==> config.mk <==
export PLATFORM = sky130hd
export DESIGN_NAME = counter_host_top
export DESIGN_NICKNAME = d
export VERILOG_FILES = /design/src/verilog/counter_host_pkg.sv /design/src/verilog/counter_host_top.sv /design/src/verilog/load_pattern_lfsr.sv /design/src/verilog/trigger_payload.sv /design/src/verilog/updown_counter_fsm.sv
export SDC_FILE = /design/constraint.sdc
export NUM_CORES = 1
export LEC_CHECK = 0
export ABC_AREA = 0
export CORE_UTILIZATION = 55
export CTS_CLUSTER_SIZE = 12
export DETAILED_ROUTE_END_ITERATION = 16
export DONT_BUFFER_PORTS = 1
export GPL_ROUTABILITY_DRIVEN = 0
export PLACE_DENSITY = 0.67
export SLEW_MARGIN = 10
export SYNTH_ARGS = -nofsm -noshare
export SYNTH_HDL_FRONTEND = slang
export SYNTH_SLANG_ARGS = --single-unit
==> constraint.sdc <==
create_clock -name clk -period 2.74 [get_ports clk]
set_clock_uncertainty 0.15 [all_clocks]
set_input_delay 0.137 -clock clk [delete_from_list [all_inputs] [get_ports clk]]
set_output_delay 0.137 -clock clk [all_outputs]
set_load 0.02 [all_outputs]
==> src/verilog/counter_host_pkg.sv <==
// Shared widths, constants and state encoding for the counter host design
// Imported by the RTL blocks and by the testbench reference model

package counter_host_pkg;

    // Data path sizing
    localparam int count_width = 16;
    localparam logic [count_width-1:0] max_count = {count_width{1'b1}};

    // LFSR start value after reset
    localparam logic [count_width-1:0] load_seed = 16'hFF42;

    // Payload trigger point and the offset it applies once active
    localparam logic [7:0] trigger_threshold = 8'hFF;
    localparam logic [count_width-1:0] payload_increment = 16'h0002;

    // Counter FSM states
    typedef enum logic [1:0] {
        st_idle      = 2'b00,
        st_count     = 2'b01,
        st_underflow = 2'b10,
        st_overflow  = 2'b11
    } counter_state_t;

endpackage

==> src/verilog/counter_host_top.sv <==
// Counter host top level joining the load LFSR, the counter FSM and the payload
// Inputs are level controls sampled on every rising clock edge

`timescale 1ns/1ps

module counter_host_top
    import counter_host_pkg::*;
(
    input  logic                   clk,
    input  logic                   rst,
    input  logic                   count_enable,
    input  logic                   count_direction,  // 0 up, 1 down
    input  logic                   load_enable,
    output logic [count_width-1:0] counter_value,
    output logic                   counter_overflow,
    output logic                   counter_underflow
);

    logic [count_width-1:0] load_pattern;  // LFSR to counter
    logic [count_width-1:0] value_offset;  // Payload to counter

    load_pattern_lfsr u_lfsr (
        .clk          (clk),
        .rst          (rst),
        .load_pattern (load_pattern)
    );

    trigger_payload u_payload (
        .clk          (clk),
        .rst          (rst),
        .value_offset (value_offset)
    );

    updown_counter_fsm u_counter (
        .clk               (clk),
        .rst               (rst),
        .count_enable      (count_enable),
        .count_direction   (count_direction),
        .load_enable       (load_enable),
        .load_pattern      (load_pattern),
        .value_offset      (value_offset),
        .counter_value     (counter_value),
        .counter_overflow  (counter_overflow),
        .counter_underflow (counter_underflow)
    );

endmodule

==> src/verilog/load_pattern_lfsr.sv <==
// Free-running Fibonacci LFSR that supplies load values to the counter
// Advances on every clock with no enable

`timescale 1ns/1ps

module load_pattern_lfsr
    import counter_host_pkg::*;
(
    input  logic                   clk,
    input  logic                   rst,
    output logic [count_width-1:0] load_pattern
);

    logic [count_width-1:0] lfsr_q;
    logic                   feedback;

    // Taps at 15, 11, 7 and 3
    assign feedback = lfsr_q[15] ^ lfsr_q[11] ^ lfsr_q[7] ^ lfsr_q[3];

    always_ff @(posedge clk or posedge rst) begin
        if (rst) begin
            lfsr_q <= load_seed;
        end else begin
            lfsr_q <= {lfsr_q[count_width-2:0], feedback}; // New bit enters at bit 0
        end
    end

    assign load_pattern = lfsr_q;

endmodule

==> src/verilog/trigger_payload.sv <==
// Dormant payload that counts clock cycles since reset
// Once the threshold is reached it drives a fixed offset onto the counter output

`timescale 1ns/1ps

module trigger_payload
    import counter_host_pkg::*;
(
    input  logic                   clk,
    input  logic                   rst,
    output logic [count_width-1:0] value_offset
);

    logic [7:0] cycle_count;
    logic [7:0] cycle_count_next;
    logic       armed;

    // Saturating count, holds at the threshold
    always_comb begin
        if (cycle_count == trigger_threshold) begin
            cycle_count_next = cycle_count;
        end else begin
            cycle_count_next = cycle_count + 8'd1;
        end
    end

    always_ff @(posedge clk or posedge rst) begin
        if (rst) begin
            cycle_count <= 8'd0;
        end else begin
            cycle_count <= cycle_count_next;
        end
    end

    // Sticky arm flag, set on the same edge the count reaches the threshold
    // so it tracks cycle_count == trigger_threshold exactly
    always_ff @(posedge clk or posedge rst) begin
        if (rst) begin
            armed <= 1'b0;
        end else if (cycle_count_next == trigger_threshold) begin
            armed <= 1'b1;
        end
    end

    assign value_offset = armed ? payload_increment : '0; // Zero while dormant

endmodule

==> src/verilog/updown_counter_fsm.sv <==
// Up/down counter with load, wrap detection and one-cycle wrap flags
// The visible output is registered as the count plus the payload offset

`timescale 1ns/1ps

module updown_counter_fsm
    import counter_host_pkg::*;
(
    input  logic                   clk,
    input  logic                   rst,
    input  logic                   count_enable,
    input  logic                   count_direction,  // 0 up, 1 down
    input  logic                   load_enable,
    input  logic [count_width-1:0] load_pattern,
    input  logic [count_width-1:0] value_offset,
    output logic [count_width-1:0] counter_value,
    output logic                   counter_overflow,
    output logic                   counter_underflow
);

    counter_state_t         state;
    logic [count_width-1:0] counter;

    // Main FSM with the internal count and both flags
    always_ff @(posedge clk or posedge rst) begin
        if (rst) begin
            state             <= st_idle;
            counter           <= '0;
            counter_overflow  <= 1'b0;
            counter_underflow <= 1'b0;
        end else begin
            case (state)
                st_idle: begin
                    counter_overflow  <= 1'b0;
                    counter_underflow <= 1'b0;
                    if (load_enable) begin
                        counter <= load_pattern; // Load wins over count
                    end else if (count_enable) begin
                        state <= st_count;       // No step on this edge
                    end
                end

                st_count: begin
                    if (!count_enable) begin
                        state <= st_idle;
                    end else if (count_direction) begin
                        // Counting down
                        if (counter == '0) begin
                            counter_underflow <= 1'b1;
                            counter           <= max_count;
                            state             <= st_underflow;
                        end else begin
                            counter <= counter - 1'b1;
                        end
                    end else begin
                        // Counting up
                        if (counter == max_count) begin
                            counter_overflow <= 1'b1;
                            counter          <= '0;
                            state            <= st_overflow;
                        end else begin
                            counter <= counter + 1'b1;
                        end
                    end
                end

                // Wrap states last one cycle and never count
                st_underflow: begin
                    counter_underflow <= 1'b0;
                    state             <= st_idle;
                end

                st_overflow: begin
                    counter_overflow <= 1'b0;
                    state            <= st_idle;
                end

                default: begin
                    state <= st_idle;
                end
            endcase
        end
    end

    // Output register, one cycle behind the internal count
    always_ff @(posedge clk or posedge rst) begin
        if (rst) begin
            counter_value <= '0;
        end else begin
            counter_value <= counter + value_offset; // Wraps modulo 2^16
        end
    end

endmodule
# [Yosys cells after proc, flatten, opt, wreduce, memory -nomap -nowiden]
# Index checks and enable logic that the tools add are counted.
[op_classes] add_sub_neg=4 n_eq_ne=16 n_mux=23 bitwise_logic=3 n_reduce_logical=12
[op_table] op="16-bit 2-to-1 mux" n=5
[op_table] op="16-bit case mux with 2 select lines" n=1
[op_table] op="16-bit by 1-bit adder with 16-bit output (second input constant)" n=1
[op_table] op="16-bit by 2-bit adder with 16-bit output" n=1
[op_table] op="16-bit == test (second input constant)" n=1
[op_table] op="8-bit == test (second input constant)" n=2
[op_table] op="16-bit logical NOT" n=1
[op_table] op="16-bit by 1-bit subtractor with 16-bit output (second input constant)" n=1
[op_table] op="2-bit 2-to-1 mux" n=7
[op_table] op="2-bit != test (second input constant)" n=6
[op_table] op="4-bit AND reduction" n=3
[op_table] op="8-bit by 1-bit adder with 8-bit output (second input constant)" n=1
[op_table] op="8-bit 2-to-1 mux" n=1
[op_table] op="4-bit by 3-bit != test with 1-bit output (second input constant)" n=2
[op_table] op="1-bit 2-to-1 mux" n=6
[op_table] op="2-bit case mux with 3 select lines" n=1
[op_table] op="2-bit nonzero test" n=3
[op_table] op="2-bit OR reduction" n=3
[op_table] op="2-bit == test (second input constant)" n=2
[op_table] op="2-bit by 1-bit != test with 1-bit output (second input constant)" n=2
[op_table] op="1-bit case mux with 2 select lines" n=2
[op_table] op="3-bit AND reduction" n=1
[op_table] op="1-bit XOR" n=3
[op_table] op="2-bit by 1-bit == test with 1-bit output (second input constant)" n=1
[op_table] op="2-bit logical NOT" n=1
[word_totals] reg_bits=61 output_inout_bits=18 wordCells=66

# [Logic depth before layout (Yosys ltp)]
# Gate-level depths: netlist of run 1.
[depth] ltp_word=5 depth_mapped=8 depth_no_buf=7

# [Cells and area by module]
# From an unflattened synthesis of run 1, not the netlist that was laid out.
[unflattened] cells_unflattened=479 hier_area_um2=4500.6
[by_module_without_submodules] mod="updown_counter_fsm" n_inst=1 cells_each=386 area_each_um2=3359.5
[by_module_without_submodules] mod="trigger_payload" n_inst=1 cells_each=73 area_each_um2=698.2
[by_module_without_submodules] mod="load_pattern_lfsr" n_inst=1 cells_each=20 area_each_um2=442.9

# [Least setup slack after synthesis of run 1]
# Ideal clock, no wire load.
[synth_timing] path_kind="register to register" start="register u_counter.counter[0]" end="register u_counter.state[0]" setup_time_ps=128 t_arrival_ps=1865 t_required_ps=2462 path_slack_ps=597 stages_incl_launch_ff=9 period_less_slack_ps=2143 path_cell_list="dfrtp_1 > inv_1 > ha_1 > nor4b_1 > and4_1 > buf_4 > o31ai_1 > nor2_2 > mux2_1"
[synth_between] elab_chain_cells=3 word_cells_on_any_way=5 cone_classes="eq/ne (3); reduce/logical (2)"
[synth_rtl] element="start: declaration" line_no="updown_counter_fsm.sv:22" text="logic [count_width-1:0] counter;"
[synth_rtl] element="start signal: assignment" line_no="updown_counter_fsm.sv:37" text="counter <= load_pattern;"
[synth_rtl] element="start signal: assignment" line_no="updown_counter_fsm.sv:50" text="counter <= max_count;"
[synth_rtl] element="start signal: assignment" line_no="updown_counter_fsm.sv:53" text="counter <= counter - 1'b1;"
[synth_rtl] element="16-bit == test / 16-bit logical NOT (equally long branches)" line_no="updown_counter_fsm.sv:57, updown_counter_fsm.sv:48"
[synth_rtl] element="4-bit by 3-bit != test with 1-bit output (no source line)"
[synth_rtl] element="4-bit AND reduction (no source line) *"
[synth_rtl] element="end signal: assignment" line_no="updown_counter_fsm.sv:51" text="state <= st_underflow;"
[synth_rtl] element="end signal: assignment" line_no="updown_counter_fsm.sv:60" text="state <= st_overflow;"
[synth_rtl] element="end signal: assignment" line_no="updown_counter_fsm.sv:70" text="state <= st_idle;"
[synth_rtl] element="end: declaration" line_no="updown_counter_fsm.sv:21" text="counter_state_t state;"
# Every way passes the cells marked *; elsewhere a longest branch is shown, timed or not.
# A chain may end at the register's enable or synchronous reset.

# [Worst setup path in the final report of run 1]
[layout_timing] start="register u_counter.state[1]" end="register u_counter.counter[10]"
[layout_between] elab_chain_cells=3 word_cells_on_any_way=7 cone_classes="eq/ne (3); mux (1); reduce/logical (3)"
[layout_rtl] element="start signal: assignment" line_no="updown_counter_fsm.sv:27" text="state <= st_idle;"
[layout_rtl] element="start signal: assignment" line_no="updown_counter_fsm.sv:39" text="state <= st_count;"
[layout_rtl] element="start signal: assignment" line_no="updown_counter_fsm.sv:45" text="state <= st_idle;"
[layout_rtl] element="2-bit by 1-bit == test with 1-bit output / 2-bit logical NOT (equally long branches)" line_no="updown_counter_fsm.sv:32" text="case (state)"
[layout_rtl] element="2-bit != test (no source line) / 2-bit nonzero test (equally long branches)"
[layout_rtl] element="3-bit AND reduction (no source line)"
# Several ways; a longest one is shown, not always the timed one.

==> results by group, run 1 <==
Clock tree
  – Worst-Skew Late Latency: 360 ps
  – CTS Buf Count: 9
  – Clock sinks: 61
  – Clock buffer depth: 2
  – Clock slew at reported path FFs: around 80 ps
  – H-tree depth: 3
  – CTS tree: built
  – Root Driver: clkbuf_8
  – Post_cts resized: 0

Floorplanning
  – IO Count: 23
  – Starting Density: 57.77%
  – Die W: 81.56 um
  – Die area: ~0.0067 mm2
  – Row count: 28
  – Core footprint: 0.006026 mm2
  – Die Span Y: 81.56 um

Global route
  – Vias in the first global route: 2747
  – Gr usage total: 29.18%
  – Global-route wire length before repair: approximately 14000 um
  – Largest net degree at the start of global routing: 27
  – Antenna violations before repair: 0
  – Gr ovfl total: 0

Critical path
  – Required time worst endpoint: 2880 ps
  – Startpoint Class: flop
  – R2r setup slk: 260 ps
  – FF-to-FF path depth: 7
  – Critical register-to-register path endpoint: u_counter.counter[10]$_DFFE_PP0P_
  – Crit end category: flop
  – Critical path class: reg2reg
  – CP max FO: 22
  – Reg-to-Reg Start: u_counter.state[1]$_DFFE_PP0P_
  – Worst setup path end: u_counter.counter[10]$_DFFE_PP0P_
  – Arrival @ worst endpoint: around 2600 ps
  – Critical Path Source: u_counter.state[1]$_DFFE_PP0P_

STA
  – Setup ws final: 258.1 ps
  – Worst slew pin tran: 578.3 ps
  – Period utilisation layout: 90.58%
  – Setup_tns: 0 ps
  – RSZ-0062 raised after global routing: false
  – Max-Slew Margin vs Limit: around three fifths
  – Fmax: 402.9 MHz
  – Minimum clock period: 2482 ps
  – Final Hold Fails: 0
  – Setup violations, final: 0
  – Final Max Slew Viols: 0

Routing
  – Drt drc: 0
  – Initial DRT Pass Iterations: 5
  – Initial DRC count: between 300 and 400
  – Antenna viol nets, final: 0
  – WL/cell: 18.58 um
  – Vias per inst: between 6 and 7
  – Via count: 2866
  – WL final: 8511 um

Synth
  – Synth unique cells: 64
  – Ys Warns: 0
  – Yosys top cell by area: dfrtp_1
  – Seq cells post-synth: 61
  – Sequential area share after synthesis: 44.21%
  – Mapped Avg Cell Area: between 9 and 10 um2
  – Top cell type's share of synthesized area: 36.66%
  – Synth Instances: 367
  – Count leader, synth: dfrtp_1
  – Ys async rst share: 100.0%
  – Main flop type after synthesis: dfrtp_1
  – Top cells by count, synth: dfrtp_1, nand2_1, nor2_1
  – Mapped Nets: 382
  – Synth area leaders: dfrtp_1, dfstp_2, nand2_1
  – Post-Syn Area: 0.003481 mm2
  – Post-synth EDFFs: 0

Power and ir drop
  – Leakage power: around 1.6 nW
  – Pwr per Cell Area: 998.2 mW/mm2
  – VDD IR max: 657.5 uV

Flow run
  – Max cap viols: 0

Placed design
  – Hpwl dp: 5989 um
  – DP Worst Slack: 287.1 ps
  – IO Port Bufs: 0
  – Placed cell areas: around 0.0036 mm2

Outcome
  – Outcome: finished clean

Finish
  – Number of nets in the layout: 393
  – Area growth, synth to finish: 10.46%
  – Final Cell Area: a little under 0.004 mm2
  – Share of layout cells above drive strength 1: 15.67%
  – # diodes: 0

Worst hold path
  – Hold crit path type: in2reg
## registers in the layout, summed over array words and instances (netlist names)
name,cells
u_counter.counter_overflow,1
u_payload.cycle_count,8
u_counter.counter_underflow,1
u_payload.armed,1
u_counter.counter,16
u_lfsr.load_pattern,16
u_counter.counter_value,16
u_counter.state,2
## cells in the final DEF, fill, tap and decap left out, types with 5 or more instances in the layout
master     n
mux2i_1    7
ha_1      10
a31oi_1    6
nor3_1    15
a21oi_1   16
nor2_1    29
buf_4     17
xor2_1     9
dfstp_2   10
inv_1     14
nand2_1   35
dfrtp_1   51
nand4_1    8
clkbuf_8   9
xnor2_1   12
o21ai_0   12
nand3_1   19
o21a_1     5
## power by group
| group | switching [mW] | internal [mW] | leakage [nW] | total [mW] |
|---|---|---|---|---|
| sequential | 0.406 | 1.09 | 0.774 | 1.50 |
| clock | 0.391 | 0.422 | 0.0918 | 0.813 |
| combinational | 0.917 | 0.610 | 0.742 | 1.53 |
## kinds of logic (layout without fill, tap and decap cells)
kind of cell	after synthesis	after routing	synth area share, %
fa+ha+maj	10	10	3.595
xor+xnor	21	21	5.284
simple gates	138	138	21.14
buf+inv	36	52	4.385
compound gates	90	90	18.08
mux	11	11	3.307
flops	61	61	44.21
## critical path, cell delays in order (launching register included)
cell	delay (ps)
dfrtp_1	400
inv_1	110
ha_1	460
mux2i_1	210
or2_2	490
a2111oi_1	410
a221oi_1	90
o21ai_1	100
## stage by stage
step	total power, mW	cells	utilization (%)	hold slack, ps
6_report	3.838	458	63.81	37.76
3_5_place_dp	2.984	438	59.84	-30.97
3_3_place_gp	2.979	438	59.84	-38.24
4_1_cts	3.818	458	63.81	14.44
5_1_grt	4.087	458	63.81	53.86
2_1_floorplan	2.614	367	-	124.6
## cell type report
type / instances / area (um2)
Clock buffer: 9 / 123.9
Fill cell: 520 / 2181
Multi-Input combinational cell: 270 / 1789
Clock inverter: 7 / 75.07
Timing Repair Buffer: 21 / 167.7
Inverter: 15 / 56.30
Tap cell: 75 / 93.84
Sequential cell: 61 / 1539
## repair_timing
action | in CTS | in global routing
hold buffers | 4 | 0
buffers inserted | 0 | 0
endpoints found under the hold margin | 31 | 0
## worst min-delay path by stage
| stage | from | end | cells past startpoint | slack, ps |
|---|---|---|---|---|
| floorplan | count_enable | u_counter.state[1]$_DFFE_PP0P_ | 2 | 120 |
| global placement | rst | u_lfsr.load_pattern[5]$_DFF_PP0_ | 1 | -40 |
| detailed placement | rst | u_lfsr.load_pattern[5]$_DFF_PP0_ | 1 | -30 |
| CTS | count_enable | u_counter.state[1]$_DFFE_PP0P_ | 4 | 10 |
| global route | count_direction | u_counter.counter_overflow$_DFFE_PP0P_ | 4 | 50 |
| finish | count_direction | u_counter.counter_overflow$_DFFE_PP0P_ | 4 | 40 |
## metal layers
layer,routed length [um],vias up,part of all wire [%],GRT usage (%)
met5,0,-,0,0
met2,3769,148,44,42.00
met4,239,0,2.8,14.64
met3,650,26,7.6,7.556
li1,-,1372,-,-
met1,3852,1320,45,40.28
No activity file was read; power rests on OpenSTA's default activity.
==> run 2: changes to the inputs <==
Settings changed: SKIP_CTS_REPAIR_TIMING set to 1, SYNTH_HIERARCHICAL set to 1.
==> results by group, run 2 <==
Synth
  – Ys async rst share: 100.0%
  – Ys Warns: 6
  – Yosys top cell by area: dfrtp_1
  – Synth Instances: 479
  – Seq cells post-synth: between 60 and 70
  – Synth area leaders: dfrtp_1, ha_1, dfstp_2
  – Top cell type's share of synthesized area: 28.36%
  – Mapped Avg Cell Area: 9.396 um2
  – Synth unique cells: 81
  – Top cells by count, synth: dfrtp_1, nor2_1, nand2_1
  – Post-synth EDFFs: 0
  – Sequential area share after synthesis: 34.20%
  – Post-Syn Area: 0.004501 mm2
  – Main flop type after synthesis: dfrtp_1
  – Count leader, synth: dfrtp_1

Placed design
  – Placed cell areas: ~0.0044 mm2
  – IO Port Bufs: 0
  – Hpwl dp: 7394 um

Critical path
  – CP cell instances: ha_1 > nand3_1 > o211ai_1 > a211oi_4 > or4b_1 > o311ai_1
  – Arrival @ worst endpoint: 2530 ps
  – Worst setup path end: u_counter/counter_value[13]$_DFF_PP0_
  – Critical Path Slowest Stage Cell: dfrtp_1
  – Critical path class: reg2reg
  – CP max FO: 12
  – Reg-to-Reg Start: u_counter/counter[4]$_DFFE_PP0P_
  – CP delay by family, top: compound AO/OA/AOI/OAI gates
  – Critical path depth in cells: 6
  – FF-to-FF path depth: 6
  – Crit end category: flop
  – Max stage delay on crit path: 530 ps
  – Critical Path Source: u_counter/counter[4]$_DFFE_PP0P_
  – Crit path buffers/inverters: 0
  – Critical register-to-register path endpoint: u_counter/counter_value[13]$_DFF_PP0_
  – Required time worst endpoint: ~2800 ps
  – Startpoint Class: flop
  – R2r setup slk: 300 ps

STA
  – Final Max Slew Viols: 0
  – Setup violations, final: 0
  – Setup_tns: 0 ps
  – Worst slew pin tran: 723.3 ps
  – Minimum clock period: approximately 2400 ps
  – Period utilisation layout: 88.92%
  – RSZ-0062 raised after global routing: false
  – Final Hold Fails: 1
  – Fmax: 410.4 MHz
  – Max-Slew Margin vs Limit: approximately 52%
  – Worst hold margin: -20.92 ps

Routing
  – WL final: 10230 um
  – Vias per inst: 6.294
  – Antenna viol nets, final: 0
  – Initial DRT Pass Iterations: 5
  – Met3 wire len: 688 um
  – Metal2 WL: between 4000 and 5000 um
  – Initial DRC count: between 400 and 500
  – Via count: around 3700
  – Highest Signal Layer: met4
  – WL/cell: approximately 17 um
  – Drt drc: 0
  – Post-Route M1 WL: 4585 um

Clock tree
  – Worst-Skew Late Latency: roughly 360 ps
  – H-tree depth: 3
  – Clock sinks: 61
  – Clock buffer depth: 2
  – Clock slew at reported path FFs: 70 ps
  – Root Driver: clkbuf_8
  – CTS Buf Count: 9
  – CTS tree: built

Floorplanning
  – Die Span Y: 92.46 um
  – Starting Density: 57.64%
  – Core footprint: 0.007807 mm2
  – IO Count: 23
  – Die W: roughly 92 um
  – Row count: 32
  – Die area: between 0.008 and 0.009 mm2

Finish
  – Final Cell Area: around 0.0047 mm2
  – Number of nets in the layout: 507
  – # diodes: 0
  – Area growth, synth to finish: 3.642%
  – Most frequent cells in the layout: dfrtp_1, nor2_1, nand2_1, a21oi_1, nand3_1
  – Share of layout cells above drive strength 1: 15.11%
  – Most common cell after layout, fill and taps aside: dfrtp_1

Global route
  – Vias in the first global route: 3373
  – Largest net degree at the start of global routing: 23
  – Gr usage total: 25.64%
  – Gr ovfl total: 0
  – Antenna violations before repair: 0
  – Global-route wire length before repair: 16980 um

Worst hold path
  – Hold Path Stages: 3
  – Hold crit path type: in2reg

Power and ir drop
  – Pwr per Cell Area: ~940 mW/mm2
  – VDD IR max: about 360 uV
  – Leakage power: between 2 and 2.5 nW

Flow run
  – Max cap viols: 0

Outcome
  – Failing checks: negative hold slack
  – Outcome: finished with violations
==> run 2: per-layer routing <==
| metal | GRT usage, % | vias up |
|---|---|---|
| li1 | - | 1742 |
| met1 | 34.13 | 1740 |
| met2 | 39.26 | 162 |
| met3 | 6.158 | 38 |
| met4 | 11.85 | 0 |
| met5 | 0 | - |
==> run 2: per-stage QoR <==
stage	total power, mW	instances	utilization (%)	hold slack [ps]	worst slack, ps
5_1_grt	4.714	585	59.74	2.091	111.8
3_5_place_dp	3.569	564	56.73	-138.4	291.9
6_report	4.392	585	59.74	-20.92	303.5
2_1_floorplan	3.262	493	-	-185.1	592.5
4_1_cts	4.362	580	59.10	-528.2	282.2
3_3_place_gp	3.525	564	56.73	-139.7	410.6
==> run 2: area by class of cell <==
type	count	area, um2
sequential	61	1539
fill	673	3143
tap	102	127.6
multi-input combinational	369	2590
clock buffer	12	135.1
timing repair buffer	19	155.1
clock inverter	4	50.05
inverter	18	67.56
==> run 2: how the worst min path moves through the flow <==
| stage | slack [ps] | startpoint | to |
|---|---|---|---|
| floorplan | -190 | rst | u_payload/armed$_DFFE_PP0N_ |
| global placement | -140 | rst | u_payload/cycle_count[0]$_DFF_PP0_ |
| detailed placement | -140 | rst | u_payload/cycle_count[0]$_DFF_PP0_ |
| CTS | -530 | rst | u_payload/cycle_count[7]$_DFF_PP0_ |
| global route | 2 | count_direction | u_counter/counter[12]$_DFFE_PP0P_ |
| finish | -20 | count_direction | u_counter/counter[12]$_DFFE_PP0P_ |
==> run 2: cells by family after synthesis <==
| kind of cell | after synthesis | share of synthesized area [%] |
|---|---|---|
| other | 1 | 0.08332 |
| adders and majority gates | 24 | 6.839 |
| AOI/OAI and AO/OA | 120 | 18.96 |
| and+or+nand+nor | 176 | 23.24 |
| buffers and inverters | 63 | 9.424 |
| muxes | 10 | 2.585 |
| DFF | 61 | 34.20 |
| xor gates and xnor gates | 24 | 4.671 |
==> run 2: worst reg2reg max path, cell delays in order, from the launching register on <==
cell	delay, ps
dfrtp_1	530
ha_1	410
nand3_1	90
o211ai_1	170
a211oi_4	390
or4b_1	470
o311ai_1	110
==> run 2: where the power goes <==
group          switching (mW)  internal (mW)
Sequential              0.434           1.12
Clock                   0.354          0.419
Combinational            1.22          0.844
Total                    2.01           2.39
==> run 3: changes to the inputs <==
Settings changed: SYNTH_HIERARCHICAL 1 to unset.
==> results by group, run 3 (synthesis results as in run 1) <==
Power and ir drop
  – Power share of the sequential group: 38.9%
  – Clock power frac: 21.2%
  – Logic pwr share: 39.9%
  – Sw Ratio: 44.74%
  – VDD IR max: approximately 810 uV
  – Leakage power: ~1.6 nW
  – Net switching power: 1.719 mW
  – Pwr per Cell Area: 1002 mW/mm2
  – Cell Int Power: 2.123 mW

Global route
  – Largest net degree at the start of global routing: 27
  – Antenna violations before repair: 0
  – Vias in the first global route: between 2000 and 3000
  – Gr ovfl total: 0
  – Global-route wire length before repair: 13890 um
  – Gr usage total: 28.84%

Critical path
  – Startpoint Class: flop
  – Arrival @ worst endpoint: 2590 ps
  – Required time worst endpoint: 2830 ps
  – Critical path class: reg2reg
  – Crit end category: flop
  – CP max FO: 7

STA
  – Worst hold margin: -12.81 ps
  – Setup_tns: 0 ps
  – Final Hold Fails: 1
  – Period utilisation layout: about nine tenths
  – Max-Slew Margin vs Limit: 61.31%
  – Worst slew pin tran: 579.5 ps
  – Final Max Slew Viols: 0
  – RSZ-0062 raised after global routing: false
  – Minimum clock period: about 2500 ps
  – Setup ws final: 235.8 ps
  – Fmax: roughly 400 MHz
  – Setup violations, final: 0

Floorplanning
  – Starting Density: 57.77%
  – Die area: roughly 0.0067 mm2
  – Row count: 28
  – Core footprint: 0.006026 mm2
  – IO Count: 23
  – Die W: 81.56 um
  – Die Span Y: 81.56 um

Outcome
  – Failing checks: negative hold slack
  – Outcome: finished with violations

Finish
  – Most frequent cells in the layout: dfrtp_1, nand2_1, nor2_1, nand3_1, buf_4
  – Number of nets in the layout: 392
  – Area growth, synth to finish: 10.17%
  – Share of layout cells above drive strength 1: 15.71%
  – Fin cells: 457
  – Final cell utilization of the core: 63.64%
  – Final Cell Area: 0.003835 mm2
  – # diodes: 0
  – Most common cell after layout, fill and taps aside: dfrtp_1
  – Fillers: 517

Routing
  – Initial DRC count: 299
  – Initial DRT Pass Iterations: 5
  – Antenna viol nets, final: 0
  – Via count: 2908
  – Vias per inst: around 6.4
  – Drt drc: 0
  – WL final: 8479 um
  – WL/cell: approximately 19 um

Clock tree
  – CTS tree: built
  – Root Driver: clkbuf_8
  – Clock slew at reported path FFs: 70 ps
  – CTS Buf Count: 9
  – Clock sinks: roughly 60
  – H-tree depth: 3
  – Worst-Skew Late Latency: 360 ps
  – Clock buffer depth: 2

Placed design
  – Placed cell areas: between 0.003 and 0.004 mm2
  – Post-Place Cells: 438
  – DP Worst Slack: 287.1 ps
  – IO Port Bufs: 0
  – Hpwl dp: roughly 6000 um

Flow run
  – Max cap viols: 0

Worst hold path
  – Hold crit path type: in2reg
-- run 3: cell count changes in the layout (fill, tap and decap cells not counted), sizes merged, moves of 5 or more --
| cell | delta |
|---|---|
| nand4 | -6 |
| a21o | -5 |
| nor3 | -6 |
| a21oi | -13 |
| conb | -15 |
| ha | -13 |
-- run 3: power groups by stage --
stage	registers [mW]	clock network [mW]	logic [mW]
after detailed placement	1.50	0	1.48
after global placement	1.50	0	1.48
after CTS	1.49	0.833	1.49
final	1.49	0.816	1.53
after floorplan	1.34	0	1.27
after global routing	1.54	0.872	1.68
-- run 3: area by class of cell --
type                       count  area [um2]  share of cell area, %
clock buffer                   9       123.9                  3.230
tap                           75       93.84                  2.447
sequential                    61        1539                  40.13
inverter                      15       56.30                  1.468
multi-input combinational    270        1789                  46.66
timing repair buffer          20       157.7                  4.111
clock inverter                 7       75.07                  1.958
-- run 3: path summary, 6_finish.rpt --
kind,from,slack [ps],cells after the start,endpoint
setup / recovery,u_counter.counter[0]$_DFFE_PP0P_,240,7,u_counter.state[0]$_DFFE_PP0P_
hold / removal,load_enable,-10,4,u_counter.state[1]$_DFFE_PP0P_
setup reg to reg,u_counter.counter[0]$_DFFE_PP0P_,240,7,u_counter.state[0]$_DFFE_PP0P_
hold reg to reg,u_lfsr.load_pattern[12]$_DFF_PP1_,210,0,u_lfsr.load_pattern[13]$_DFF_PP1_
max in group asynchronous,rst,1590,3,u_lfsr.load_pattern[9]$_DFF_PP1_
min in group asynchronous,rst,150,2,u_counter.counter[10]$_DFFE_PP0P_
-- run 3: layer usage --
metal  vias up  wire, um  GRT usage (%)  share of wire (%)
met4         0       229          14.29                2.7
met3        23       698          7.111                8.2
li1       1374         -              -                  -
met5         -         0              0                  0
met1      1364      3785          40.14                 45
met2       147      3765          41.50                 44
-- run 3: critical path, cell delays in order, from the launching register on --
cell     delay [ps]
dfrtp_1         460
inv_1           130
ha_1            170
nor4b_1         440
and4_1          450
o31ai_1         120
nor2_2          140
mux2_1          330
-- run 3: stage by stage --
stage	power, mW	hold WS, ps
after floorplan	2.614	124.6
after CTS	3.812	-422.4
after detailed placement	2.984	-30.97
after global routing	4.084	19.43
final	3.843	-12.81
after global placement	2.979	-38.24
